### config.mk
export PLATFORM = sky130hd
export DESIGN_NAME = fetch_top
export DESIGN_NICKNAME = d
export VERILOG_FILES = /design/src/verilog/cpu_pkg.sv /design/src/verilog/if_stage.sv /design/src/verilog/id_stage.sv /design/src/verilog/rt_stage.sv /design/src/verilog/fetch_top.sv
export SDC_FILE = /design/constraint.sdc
export NUM_CORES = 1
export LEC_CHECK = 0
export BUFFER_PORTS_ARGS = -buffer_cell sky130_fd_sc_hd__buf_2
export CAP_MARGIN = 10
export CORE_UTILIZATION = 55
export CTS_BUF_LIST = sky130_fd_sc_hd__clkbuf_16
export CTS_CLUSTER_SIZE = 40
export DETAILED_ROUTE_END_ITERATION = 16
export PLACE_DENSITY = 0.71
export SETUP_SLACK_MARGIN = 0.05
export SYNTH_ARGS = -nofsm -noshare
export SYNTH_HDL_FRONTEND = slang
export SYNTH_SLANG_ARGS = --single-unit
### constraint.sdc
create_clock -name clk -period 15.5 [get_ports clk]
set_clock_uncertainty 0.2 [all_clocks]
set_input_delay 1.55 -clock clk [delete_from_list [all_inputs] [get_ports clk]]
set_output_delay 1.55 -clock clk [all_outputs]
set_load 0.03 [all_outputs]
### src/verilog/cpu_pkg.sv
package cpu_pkg;

    // first fetch address and exception entry
    localparam logic [31:0] reset_pc = 32'h1c00_0000;
    localparam logic [31:0] eentry   = 32'h1c00_8000;

    // opcode field inst[31:26]
    localparam logic [5:0] op_jirl = 6'b010011;
    localparam logic [5:0] op_b    = 6'b010100;
    localparam logic [5:0] op_bl   = 6'b010101;

    localparam logic [16:0] inst_syscall_hi = 17'h00056; // low 15 bits are the code
    localparam logic [31:0] inst_ertn       = 32'h0648_3800;

    // one instruction word, read through the format it is decoded with
    typedef union packed {
        struct packed {
            logic [5:0]  opcode;
            logic [15:0] offs_lo;   // offs[15:0]
            logic [9:0]  offs_hi;   // offs[25:16]
        } off26;
        struct packed {
            logic [5:0]  opcode;
            logic [15:0] offs;
            logic [4:0]  rj;
            logic [4:0]  rd;
        } ri16;
    } inst_t;

    // decode to fetch
    typedef struct packed {
        logic        br_taken;
        logic        br_cancel;  // drop the word behind the branch
        logic [31:0] br_target;
    } br_bus_t;

    typedef struct packed {
        logic [31:0] pc;
        logic [31:0] inst;
    } fs_to_ds_t;

    typedef struct packed {
        logic [31:0] pc;
        logic [31:0] inst;
    } ds_to_rs_t;

    // retire to fetch and decode
    typedef struct packed {
        logic        flush;
        logic [31:0] flush_pc;
    } flush_t;

    typedef struct packed {
        logic [31:0] pc;
        logic [31:0] inst;
        logic        is_syscall;
    } commit_t;

endpackage

### src/verilog/if_stage.sv
`timescale 1ns/1ns

module if_stage (
    input  logic               clk,
    input  logic               reset,
    input  logic               ds_allowin,
    input  cpu_pkg::br_bus_t   br_bus,
    input  cpu_pkg::flush_t    flush,
    output logic               fs_to_ds_valid,
    output cpu_pkg::fs_to_ds_t fs_to_ds,
    // inst sram, address and data phases split
    output logic               inst_sram_req,
    output logic [31:0]        inst_sram_addr,
    input  logic               inst_sram_addr_ok,
    input  logic               inst_sram_data_ok,
    input  logic [31:0]        inst_sram_rdata
);

    logic        fs_started;
    logic        fs_valid;
    logic [31:0] fs_pc;
    logic        fs_ready_go;
    logic        fs_allowin;
    logic        data_ok_fs;

    logic        fs_inst_valid;
    logic [31:0] fs_inst_r;

    logic        pc_buffer_valid;
    logic [31:0] pc_buffer;
    logic        br_used;
    logic        cancel_r;

    logic        br_new;
    logic        kill;
    logic        addr_hs;
    logic [31:0] seq_pc;
    logic [31:0] nextpc;

    // branch stays on the bus while it waits in decode, redirect only once
    assign br_new = br_bus.br_taken && !br_used;
    assign kill   = flush.flush || (br_bus.br_cancel && !br_used);

    assign seq_pc = fs_pc + 32'd4;
    assign nextpc = flush.flush     ? flush.flush_pc   :
                    pc_buffer_valid ? pc_buffer        :
                    br_new          ? br_bus.br_target :
                                      seq_pc;

    assign addr_hs = inst_sram_req && inst_sram_addr_ok;

    assign data_ok_fs  = inst_sram_data_ok && !cancel_r; // stale return comes first
    assign fs_ready_go = (fs_valid && data_ok_fs) || fs_inst_valid;
    assign fs_allowin  = !fs_valid || kill || (fs_ready_go && ds_allowin);

    assign fs_to_ds_valid = fs_valid && fs_ready_go && !kill;
    assign fs_to_ds.pc    = fs_pc;
    assign fs_to_ds.inst  = fs_inst_valid ? fs_inst_r : inst_sram_rdata;

    assign inst_sram_req  = fs_allowin && fs_started;
    assign inst_sram_addr = nextpc;

    // no request on the first cycle out of reset
    always_ff @(posedge clk) begin
        if (reset) begin
            fs_started <= 1'b0;
        end else begin
            fs_started <= 1'b1;
        end
    end

    always_ff @(posedge clk) begin
        if (reset) begin
            fs_valid <= 1'b0;
            fs_pc    <= cpu_pkg::reset_pc - 32'd4;  // so seq_pc is reset_pc
        end else begin
            if (fs_allowin) begin
                fs_valid <= addr_hs;
            end
            if (addr_hs) begin
                fs_pc <= nextpc;
            end
        end
    end

    // redirect that could not go out yet
    always_ff @(posedge clk) begin
        if (reset) begin
            pc_buffer_valid <= 1'b0;
        end else if (addr_hs) begin
            pc_buffer_valid <= 1'b0;
        end else if (flush.flush || br_new) begin
            pc_buffer_valid <= 1'b1;
        end
    end

    always_ff @(posedge clk) begin
        if (!addr_hs) begin
            if (flush.flush) begin
                pc_buffer <= flush.flush_pc;
            end else if (br_new) begin
                pc_buffer <= br_bus.br_target;
            end
        end
    end

    always_ff @(posedge clk) begin
        if (reset) begin
            br_used <= 1'b0;
        end else if (flush.flush) begin
            br_used <= 1'b0;
        end else if (br_bus.br_taken && ds_allowin) begin
            br_used <= 1'b0;    // branch leaves decode
        end else if (br_bus.br_taken) begin
            br_used <= 1'b1;
        end
    end

    // word kept while decode stalls
    always_ff @(posedge clk) begin
        if (reset) begin
            fs_inst_valid <= 1'b0;
        end else if (kill || fs_allowin) begin
            fs_inst_valid <= 1'b0;
        end else if (fs_valid && data_ok_fs) begin
            fs_inst_valid <= 1'b1;
        end
    end

    always_ff @(posedge clk) begin
        if (fs_valid && data_ok_fs) begin
            fs_inst_r <= inst_sram_rdata;
        end
    end

    // killed while its data is still out, so drop the next return
    always_ff @(posedge clk) begin
        if (reset) begin
            cancel_r <= 1'b0;
        end else if (kill && fs_valid && !fs_inst_valid && !data_ok_fs) begin
            cancel_r <= 1'b1;
        end else if (inst_sram_data_ok) begin
            cancel_r <= 1'b0;
        end
    end

endmodule

### src/verilog/id_stage.sv
`timescale 1ns/1ns

module id_stage (
    input  logic               clk,
    input  logic               reset,
    input  logic               fs_to_ds_valid,
    input  cpu_pkg::fs_to_ds_t fs_to_ds,
    output logic               ds_allowin,
    input  logic               rs_allowin,
    input  cpu_pkg::flush_t    flush,
    output cpu_pkg::br_bus_t   br_bus,
    output logic               ds_to_rs_valid,
    output cpu_pkg::ds_to_rs_t ds_to_rs
);

    logic               ds_valid;
    logic               ds_leave;
    cpu_pkg::fs_to_ds_t ds_r;
    cpu_pkg::inst_t     inst;
    logic [31:0]        link_r;     // written by BL only

    logic        is_b;
    logic        is_bl;
    logic        is_jirl;
    logic        is_br;
    logic [31:0] offs26_ext;
    logic [31:0] offs16_ext;
    logic [31:0] jirl_base;
    logic [31:0] seq_pc;

    assign ds_allowin     = !ds_valid || rs_allowin;
    assign ds_to_rs_valid = ds_valid && !flush.flush;
    assign ds_leave       = ds_to_rs_valid && rs_allowin;

    assign ds_to_rs.pc   = ds_r.pc;
    assign ds_to_rs.inst = ds_r.inst;

    always_ff @(posedge clk) begin
        if (reset) begin
            ds_valid <= 1'b0;
        end else if (flush.flush) begin
            ds_valid <= 1'b0;
        end else if (ds_allowin) begin
            ds_valid <= fs_to_ds_valid;
        end
    end

    always_ff @(posedge clk) begin
        if (fs_to_ds_valid && ds_allowin) begin
            ds_r <= fs_to_ds;
        end
    end

    assign inst   = ds_r.inst;
    assign seq_pc = ds_r.pc + 32'd4;

    assign is_b    = inst.off26.opcode == cpu_pkg::op_b;
    assign is_bl   = inst.off26.opcode == cpu_pkg::op_bl;
    assign is_jirl = inst.ri16.opcode == cpu_pkg::op_jirl;
    assign is_br   = is_b || is_bl || is_jirl;

    // offsets are in words
    assign offs26_ext = {{4{inst.off26.offs_hi[9]}}, inst.off26.offs_hi,
                         inst.off26.offs_lo, 2'b00};
    assign offs16_ext = {{14{inst.ri16.offs[15]}}, inst.ri16.offs, 2'b00};

    // only r1 is tracked, any other rj reads as zero
    assign jirl_base = (inst.ri16.rj == 5'd1) ? link_r : 32'h0;

    assign br_bus.br_taken  = ds_valid && is_br;
    assign br_bus.br_cancel = ds_valid && is_br;  // word after the branch is wrong path
    assign br_bus.br_target = is_jirl ? jirl_base + offs16_ext
                                      : ds_r.pc + offs26_ext;

    always_ff @(posedge clk) begin
        if (reset) begin
            link_r <= 32'h0;
        end else if (ds_leave && is_bl) begin
            link_r <= seq_pc;
        end
    end

endmodule

### src/verilog/rt_stage.sv
`timescale 1ns/1ns

module rt_stage (
    input  logic               clk,
    input  logic               reset,
    input  logic               ds_to_rs_valid,
    input  cpu_pkg::ds_to_rs_t ds_to_rs,
    output logic               rs_allowin,
    output cpu_pkg::flush_t    flush,
    output logic               commit_valid,
    output cpu_pkg::commit_t   commit,
    input  logic               commit_ready
);

    logic               rs_valid;
    cpu_pkg::ds_to_rs_t rs_r;
    logic               rs_is_syscall;
    logic               rs_enter;
    logic               in_syscall;
    logic               in_ertn;
    logic [31:0]        era;        // return address for ertn
    logic               flush_r;
    logic [31:0]        flush_pc_r;

    assign rs_allowin = !rs_valid || commit_ready;
    assign rs_enter   = ds_to_rs_valid && rs_allowin;

    assign in_syscall = ds_to_rs.inst[31:15] == cpu_pkg::inst_syscall_hi;
    assign in_ertn    = ds_to_rs.inst == cpu_pkg::inst_ertn;

    assign commit_valid      = rs_valid;
    assign commit.pc         = rs_r.pc;
    assign commit.inst       = rs_r.inst;
    assign commit.is_syscall = rs_is_syscall;

    assign flush.flush    = flush_r;
    assign flush.flush_pc = flush_pc_r;

    always_ff @(posedge clk) begin
        if (reset) begin
            rs_valid <= 1'b0;
        end else if (rs_allowin) begin
            rs_valid <= ds_to_rs_valid;
        end
    end

    always_ff @(posedge clk) begin
        if (rs_enter) begin
            rs_r          <= ds_to_rs;
            rs_is_syscall <= in_syscall;
        end
    end

    // one cycle pulse on the first cycle the trap or return sits here
    always_ff @(posedge clk) begin
        if (reset) begin
            flush_r <= 1'b0;
        end else begin
            flush_r <= rs_enter && (in_syscall || in_ertn);
        end
    end

    always_ff @(posedge clk) begin
        if (rs_enter) begin
            flush_pc_r <= in_syscall ? cpu_pkg::eentry : era;
        end
    end

    always_ff @(posedge clk) begin
        if (reset) begin
            era <= 32'h0;
        end else if (rs_enter && in_syscall) begin
            era <= ds_to_rs.pc + 32'd4;  // resume after the call
        end
    end

endmodule

### src/verilog/fetch_top.sv
`timescale 1ns/1ns

module fetch_top (
    input  logic             clk,
    input  logic             reset,
    output logic             inst_sram_req,
    output logic [31:0]      inst_sram_addr,
    input  logic             inst_sram_addr_ok,
    input  logic             inst_sram_data_ok,
    input  logic [31:0]      inst_sram_rdata,
    output logic             commit_valid,
    output cpu_pkg::commit_t commit,
    input  logic             commit_ready
);

    logic               ds_allowin;
    logic               rs_allowin;
    cpu_pkg::br_bus_t   br_bus;
    cpu_pkg::flush_t    flush;
    logic               fs_to_ds_valid;
    cpu_pkg::fs_to_ds_t fs_to_ds;
    logic               ds_to_rs_valid;
    cpu_pkg::ds_to_rs_t ds_to_rs;

    if_stage u_if_stage (
        .clk               (clk),
        .reset             (reset),
        .ds_allowin        (ds_allowin),
        .br_bus            (br_bus),
        .flush             (flush),
        .fs_to_ds_valid    (fs_to_ds_valid),
        .fs_to_ds          (fs_to_ds),
        .inst_sram_req     (inst_sram_req),
        .inst_sram_addr    (inst_sram_addr),
        .inst_sram_addr_ok (inst_sram_addr_ok),
        .inst_sram_data_ok (inst_sram_data_ok),
        .inst_sram_rdata   (inst_sram_rdata)
    );

    id_stage u_id_stage (
        .clk            (clk),
        .reset          (reset),
        .fs_to_ds_valid (fs_to_ds_valid),
        .fs_to_ds       (fs_to_ds),
        .ds_allowin     (ds_allowin),
        .rs_allowin     (rs_allowin),
        .flush          (flush),
        .br_bus         (br_bus),
        .ds_to_rs_valid (ds_to_rs_valid),
        .ds_to_rs       (ds_to_rs)
    );

    rt_stage u_rt_stage (
        .clk            (clk),
        .reset          (reset),
        .ds_to_rs_valid (ds_to_rs_valid),
        .ds_to_rs       (ds_to_rs),
        .rs_allowin     (rs_allowin),
        .flush          (flush),
        .commit_valid   (commit_valid),
        .commit         (commit),
        .commit_ready   (commit_ready)
    );

endmodule

* After elaboration in Yosys (flattened, before gate mapping) *
Cells that the tools add are included.

word-level totals
  memory bits (read-only) = 0
  memories = 0
  bits in writable memories = 0
  logic and storage cells = 87
  input bits = 37
  bits in latches = 0
  register bits = 330
  output and inout port bits = 99

cells by class
  order comparisons = 0
  div/mod/pow operators = 0
  $mul = 0
  bitwise gates (word level) = 1
  reductions and logical operators = 45
  shift-type cells = 0
  eq/ne operators = 6
  mux-type cells = 11
  $add $sub $neg = 4

operators by type and width
  operator                                                                  count
  32-bit 2-to-1 mux                                                         8
  32-bit by 3-bit adder with 32-bit output (second input constant)          2
  32-bit adder                                                              2
  32-bit by 27-bit equality test with 1-bit output (second input constant)  1
  1-bit logical AND                                                         19
  6-bit by 5-bit equality test with 1-bit output (second input constant)    3
  17-bit by 7-bit equality test with 1-bit output (second input constant)   1
  1-bit logical OR                                                          10
  1-bit zero test                                                           9
  2-bit OR reduction                                                        3
  5-bit by 1-bit equality test with 1-bit output (second input constant)    1
  2-bit nonzero test                                                        2
  1-bit 2-to-1 mux                                                          3
  3-bit OR reduction                                                        1
  2-bit AND reduction                                                       1
  1-bit inverter                                                            1

* Depth between registers and ports, before layout *
  depth after elaboration = 12
  mapped depth = 15
  gate-level depth less buffers = 14

* Cells and area by module *
From an unflattened synthesis, not the netlist that was laid out.

second synthesis, totals
  cell total of the unflattened synthesis = 1734
  area total of the unflattened synthesis = 17954.7 µm²

modules (own cells, without submodules)
  module    cells an instance  times used  area each (µm²)  sequential area each (µm²)
  id_stage  779                1           7158.1           2582.5
  if_stage  601                1           5789.3           2682.6
  rt_stage  354                1           5007.3           3593.4

* Least setup slack after synthesis *
OpenSTA, ideal clock, no wires.

  path type = in2reg
  start point = input inst_sram_data_ok
  end point = register u_id_stage.ds_r (netlist bit u_id_stage.ds_to_rs[32]) (enable)
  stages on the path = 4
  arrival = 6547 ps
  library setup time = 578 ps
  data required time = 14722 ps
  buffers on the path = 0
  setup slack = 8175 ps
  cells stage by stage = inv_1 -> nor2_1 -> o21ai_0 -> nor3b_1

between the ends
  word-level cells in the longest chain between the ends = 6

RTL lines
  element                         line            text
  start, declared                 fetch_top.sv:9  input logic inst_sram_data_ok,
  1-bit logical AND               if_stage.sv:52  assign data_ok_fs = inst_sram_data_ok && !cancel_r;
  1-bit logical AND               if_stage.sv:53  assign fs_ready_go = (fs_valid && data_ok_fs) || fs_inst_valid;
  1-bit logical OR                if_stage.sv:53
  1-bit logical AND (2 in a row)  if_stage.sv:56  assign fs_to_ds_valid = fs_valid && fs_ready_go && !kill;
  1-bit logical AND               id_stage.sv:49  if (fs_to_ds_valid && ds_allowin) begin
  end signal, assigned            id_stage.sv:50  ds_r <= fs_to_ds;
  end, declared                   id_stage.sv:18  cpu_pkg::fs_to_ds_t ds_r;

Every way passes these cells.
A chain may end at the register's enable or synchronous reset.

* Final worst setup path *
  start point = register u_id_stage.ds_r (netlist bit u_id_stage.inst[5])
  end point = output inst_sram_addr[26]

between the ends
  word-level cells in the longest chain between the ends = 7
  elaborated cells on any way between the ends = 8
  those cells by class = 2 x add/sub; 1 x eq/ne; 5 x mux

RTL lines
  element                                         line            text
  5-bit by 1-bit equality test with 1-bit output  id_stage.sv:68  assign jirl_base = (inst.ri16.rj == 5'd1) ? link_r : 32'h0;
  32-bit 2-to-1 mux                               id_stage.sv:68
  32-bit adder                                    id_stage.sv:72  assign br_bus.br_target = is_jirl ? jirl_base + offs16_ext
  32-bit 2-to-1 mux *                             id_stage.sv:72
  32-bit 2-to-1 mux *                             if_stage.sv:47  br_new ? br_bus.br_target :
  32-bit 2-to-1 mux *                             if_stage.sv:46  pc_buffer_valid ? pc_buffer :
  32-bit 2-to-1 mux *                             if_stage.sv:45  assign nextpc = flush.flush ? flush.flush_pc :
  end, declared                                   fetch_top.sv:7  output logic [31:0] inst_sram_addr,

Mark *: on every way between the ends. The rest lies on a longest branch, timed or not.

==> reports/results.ini <==
[drt]
drt-initial-drc-count = 983
wire_per_inst_um = 22.2
ant_nets = 0
drc_errors = 0
drt_wl_total_um = 47300
via_per_inst = 6.11
vias = 13000
drt_first_pass_iters = 6

[clock_network]
post_cts_buffers = 0
clock_sinks = 330
cts_tree = built
path_clk_slew_ns = 0.06
cts_hold_buf = 0
cts_resized = 0
htreeDepth = 2
clock_path_buffers = 3
cts-buffers-inserted = 36
root_buffer = clkbuf_16
insertion_delay_ns = 0.53

[yosys]
yosysTopAreaCell = edfxtp_1
yosysTopAreaCellShare_pct = 39.5
synth_ff_type = edfxtp_1
syn_area_sq_um = 17100
synth_edf_count = 225
syn-num-nets = 1698
ys_seq_elements = 330
yosys-top-cells-area = edfxtp_1 39%, dfxtp_1 12%, ha_1 4.4%, nor2_1 3.9%, a211oi_1 3.4%
yosysWarnings = 0
yosys.cell_types.count = 88
synth_cells = 1599
async_reset_ff_share_pct = 0
syn_area_per_cell_sq_um = 10.7
yosysSeqAreaShare_pct = 51.7

[global_route]
antenna_found_initial = 0
grt_max_degree = 73
grt_pass1_wl_um = 71900
first_global_vias = 12500
grtUsageTotal_pct = 30.1
grt.overflow.total = 0

[placement]
place.gp.congestion = 0.930
io_buffers = 135
dpl.hpwl_um = 32700
post-place-ws_ns = 9.78

[timing]
fmax_ghz = 0.159
slew_violations = 0
hold_viol = 0
worstMarginPinSlew_ns = 1.10
fin_ws_ns = 9.22
finalCritPeriodShare_pct = 40.5
finalSetupViolations = 0
fin_tns_setup_ns = 0
relSlewSlack_pct = 26.8
period_needed_ns = 6.28
rsz0062_at_grt = false

[job]
drv_cap = 0

[pwr]
powerDensity_nw_per_um2 = 108
p_leak_uw = 0.00724
report.power.total_uw = 2060
peakVddDrop_v = 0.000101

[final_layout]
area_growth_pct = 11.8
final_cell_mix = 225 x edfxtp_1, 174 x nor2_1, 135 x buf_2
nets = 1806
layout_commonest_cell = edfxtp_1
drive_gt1_share_pct = 17.2
diodes = 0

[worst_hold_path]
hold_end = u_id_stage.ds_to_rs[33]
hold_start = u_if_stage.fs_pc[1]
hold_path_depth = 0
worstHoldPathType = reg -> reg

[die]
die_area_sq_um = 31800
start_util_pct = 56.0
core-area_sq_um = 30600
num_rows = 64
die_h_um = 178
design.portCount = 136
die_x_um = 178

[worst_setup_path]
reg2reg_from = u_id_stage.inst[5]
path_class = reg -> out
cp_cell_sequence = buf_4 -> and3_1 -> ha_1 -> fa_1 -> a211oi_2 -> o211ai_2 -> a22oi_1 -> o211ai_2 -> a41oi_1 -> xnor2_1 -> mux2i_1 -> a21oi_1 -> nor2_1 -> nor2_1 -> buf_2
end_kind = primary output
cp_slowest_stage_delay_ns = 0.57
crit_fanout = 21
cp-start-kind = register
rr_endpoint = u_if_stage.fs_pc[28]
crit_start = u_id_stage.inst[5]
cpMaxStageDelayCell = edfxtp_1
worst_ep_arrival_time_ns = 4.53
worstPathRequired_ns = 13.75
r2r_cells = 14
reg2reg_setup_slack_ns = 11.33

[status]
status = completed

cell type report:
| cell class | instances | area [sq um] |
|---|---|---|
| fillers | 2527 | 11400 |
| flip-flops and latches | 330 | 8860 |
| multi-input cells | 1151 | 7690 |
| clock buffers | 38 | 951 |
| repair buffers | 153 | 811 |
| well taps | 396 | 495 |
| clock inverters | 27 | 201 |
| inverters | 35 | 134 |
cells in the mapped netlist (5+ instances only):
library cell  instances
buf_4                 8
mux2_2               35
clkbuf_8              8
nor4_1                9
inv_1                35
nand2_1             108
o21bai_1              7
nor3_1               15
nor3_2                5
dfxtp_1             105
a211oi_2              7
a31oi_1               7
a21oi_1             107
nand3_1              46
xor2_1               50
nor2b_1              32
buf_2                10
nor3b_1               6
ha_1                 60
a21boi_0              6
a41oi_1              10
o21ai_0              48
clkbuf_1             49
and3_1               46
edfxtp_1            225
o21a_1               11
nand4_1              13
a21o_1               24
a211oi_1             77
o31ai_1               6
xnor2_1              53
and2_1               15
nand2b_1             16
o211ai_1              6
mux2i_1              20
nor2_1              176
o21ai_1              29
worst max path at each step:
stage / slack (ns) / cells after the start / endpoint
floorplan: 8.17 / 4 / u_id_stage.ds_to_rs[32]
global placement: 9.82 / 15 / inst_sram_addr[21]
detailed placement: 9.78 / 15 / inst_sram_addr[29]
CTS: 9.23 / 15 / inst_sram_addr[29]
global route: 8.84 / 16 / inst_sram_addr[26]
finish: 9.22 / 15 / inst_sram_addr[26]
flip-flops by register name, summed over array words and instances (netlist names), 32 cells and up:
| register | cells |
|---|---|
| u_if_stage.fs_pc | 32 |
| u_id_stage.link_r | 32 |
| u_id_stage.inst | 32 |
| u_if_stage.pc_buffer | 32 |
| u_rt_stage.flush_pc_r | 32 |
| u_rt_stage.commit | 64 |
| u_if_stage.fs_inst_r | 32 |
| u_id_stage.ds_to_rs | 32 |
| u_rt_stage.era | 32 |
where the power goes:
group          internal [uW]  switching [uW]  total (uW)
registers                959            19.7         979
logic                   86.4             161         248
clock network            480             357         837
per-layer routing:
layer	vias up	part of all wire (%)	GRT usage, %
met5	-	0	0
met3	116	5.4	3.62
met2	455	49	51.0
met1	6265	41	38.1
li1	6173	-	-
met4	0	4.9	14.4
worst max-delay path: cells and delay by family (launching register included):
| kind | cells | cell delay, ns |
|---|---|---|
| adders and majority gates | 2 | 0.66 |
| AOI/OAI and AO/OA | 6 | 1.59 |
| xor gates and xnor gates | 1 | 0.14 |
| DFF | 1 | 0.57 |
| and+or+nand+nor | 3 | 0.40 |
| buffers and inverters | 2 | 0.51 |
| muxes | 1 | 0.14 |
per-stage QoR:
step | area, sq um | hold WS (ns) | instances | util (%)
after floorplan | 17100 | 0.230 | 1599 | -
after global placement | 18000 | 0.246 | 2065 | 58.8
after detailed placement | 18000 | 0.247 | 2065 | 58.8
after CTS | 19100 | 0.266 | 2130 | 62.6
after global routing | 19100 | 0.289 | 2130 | 62.6
final | 19100 | 0.278 | 2130 | 62.6
cells by family after synthesis:
group	Yosys count	share of synthesized area (%)
AOI/OAI and AO/OA	414	16.6
xor gates and xnor gates	103	5.27
buffers and inverters	118	3.49
muxes	55	3.47
DFF	330	51.7
adders and majority gates	62	4.62
and+or+nand+nor	517	14.8
No activity file was read; power rests on OpenSTA's default activity.
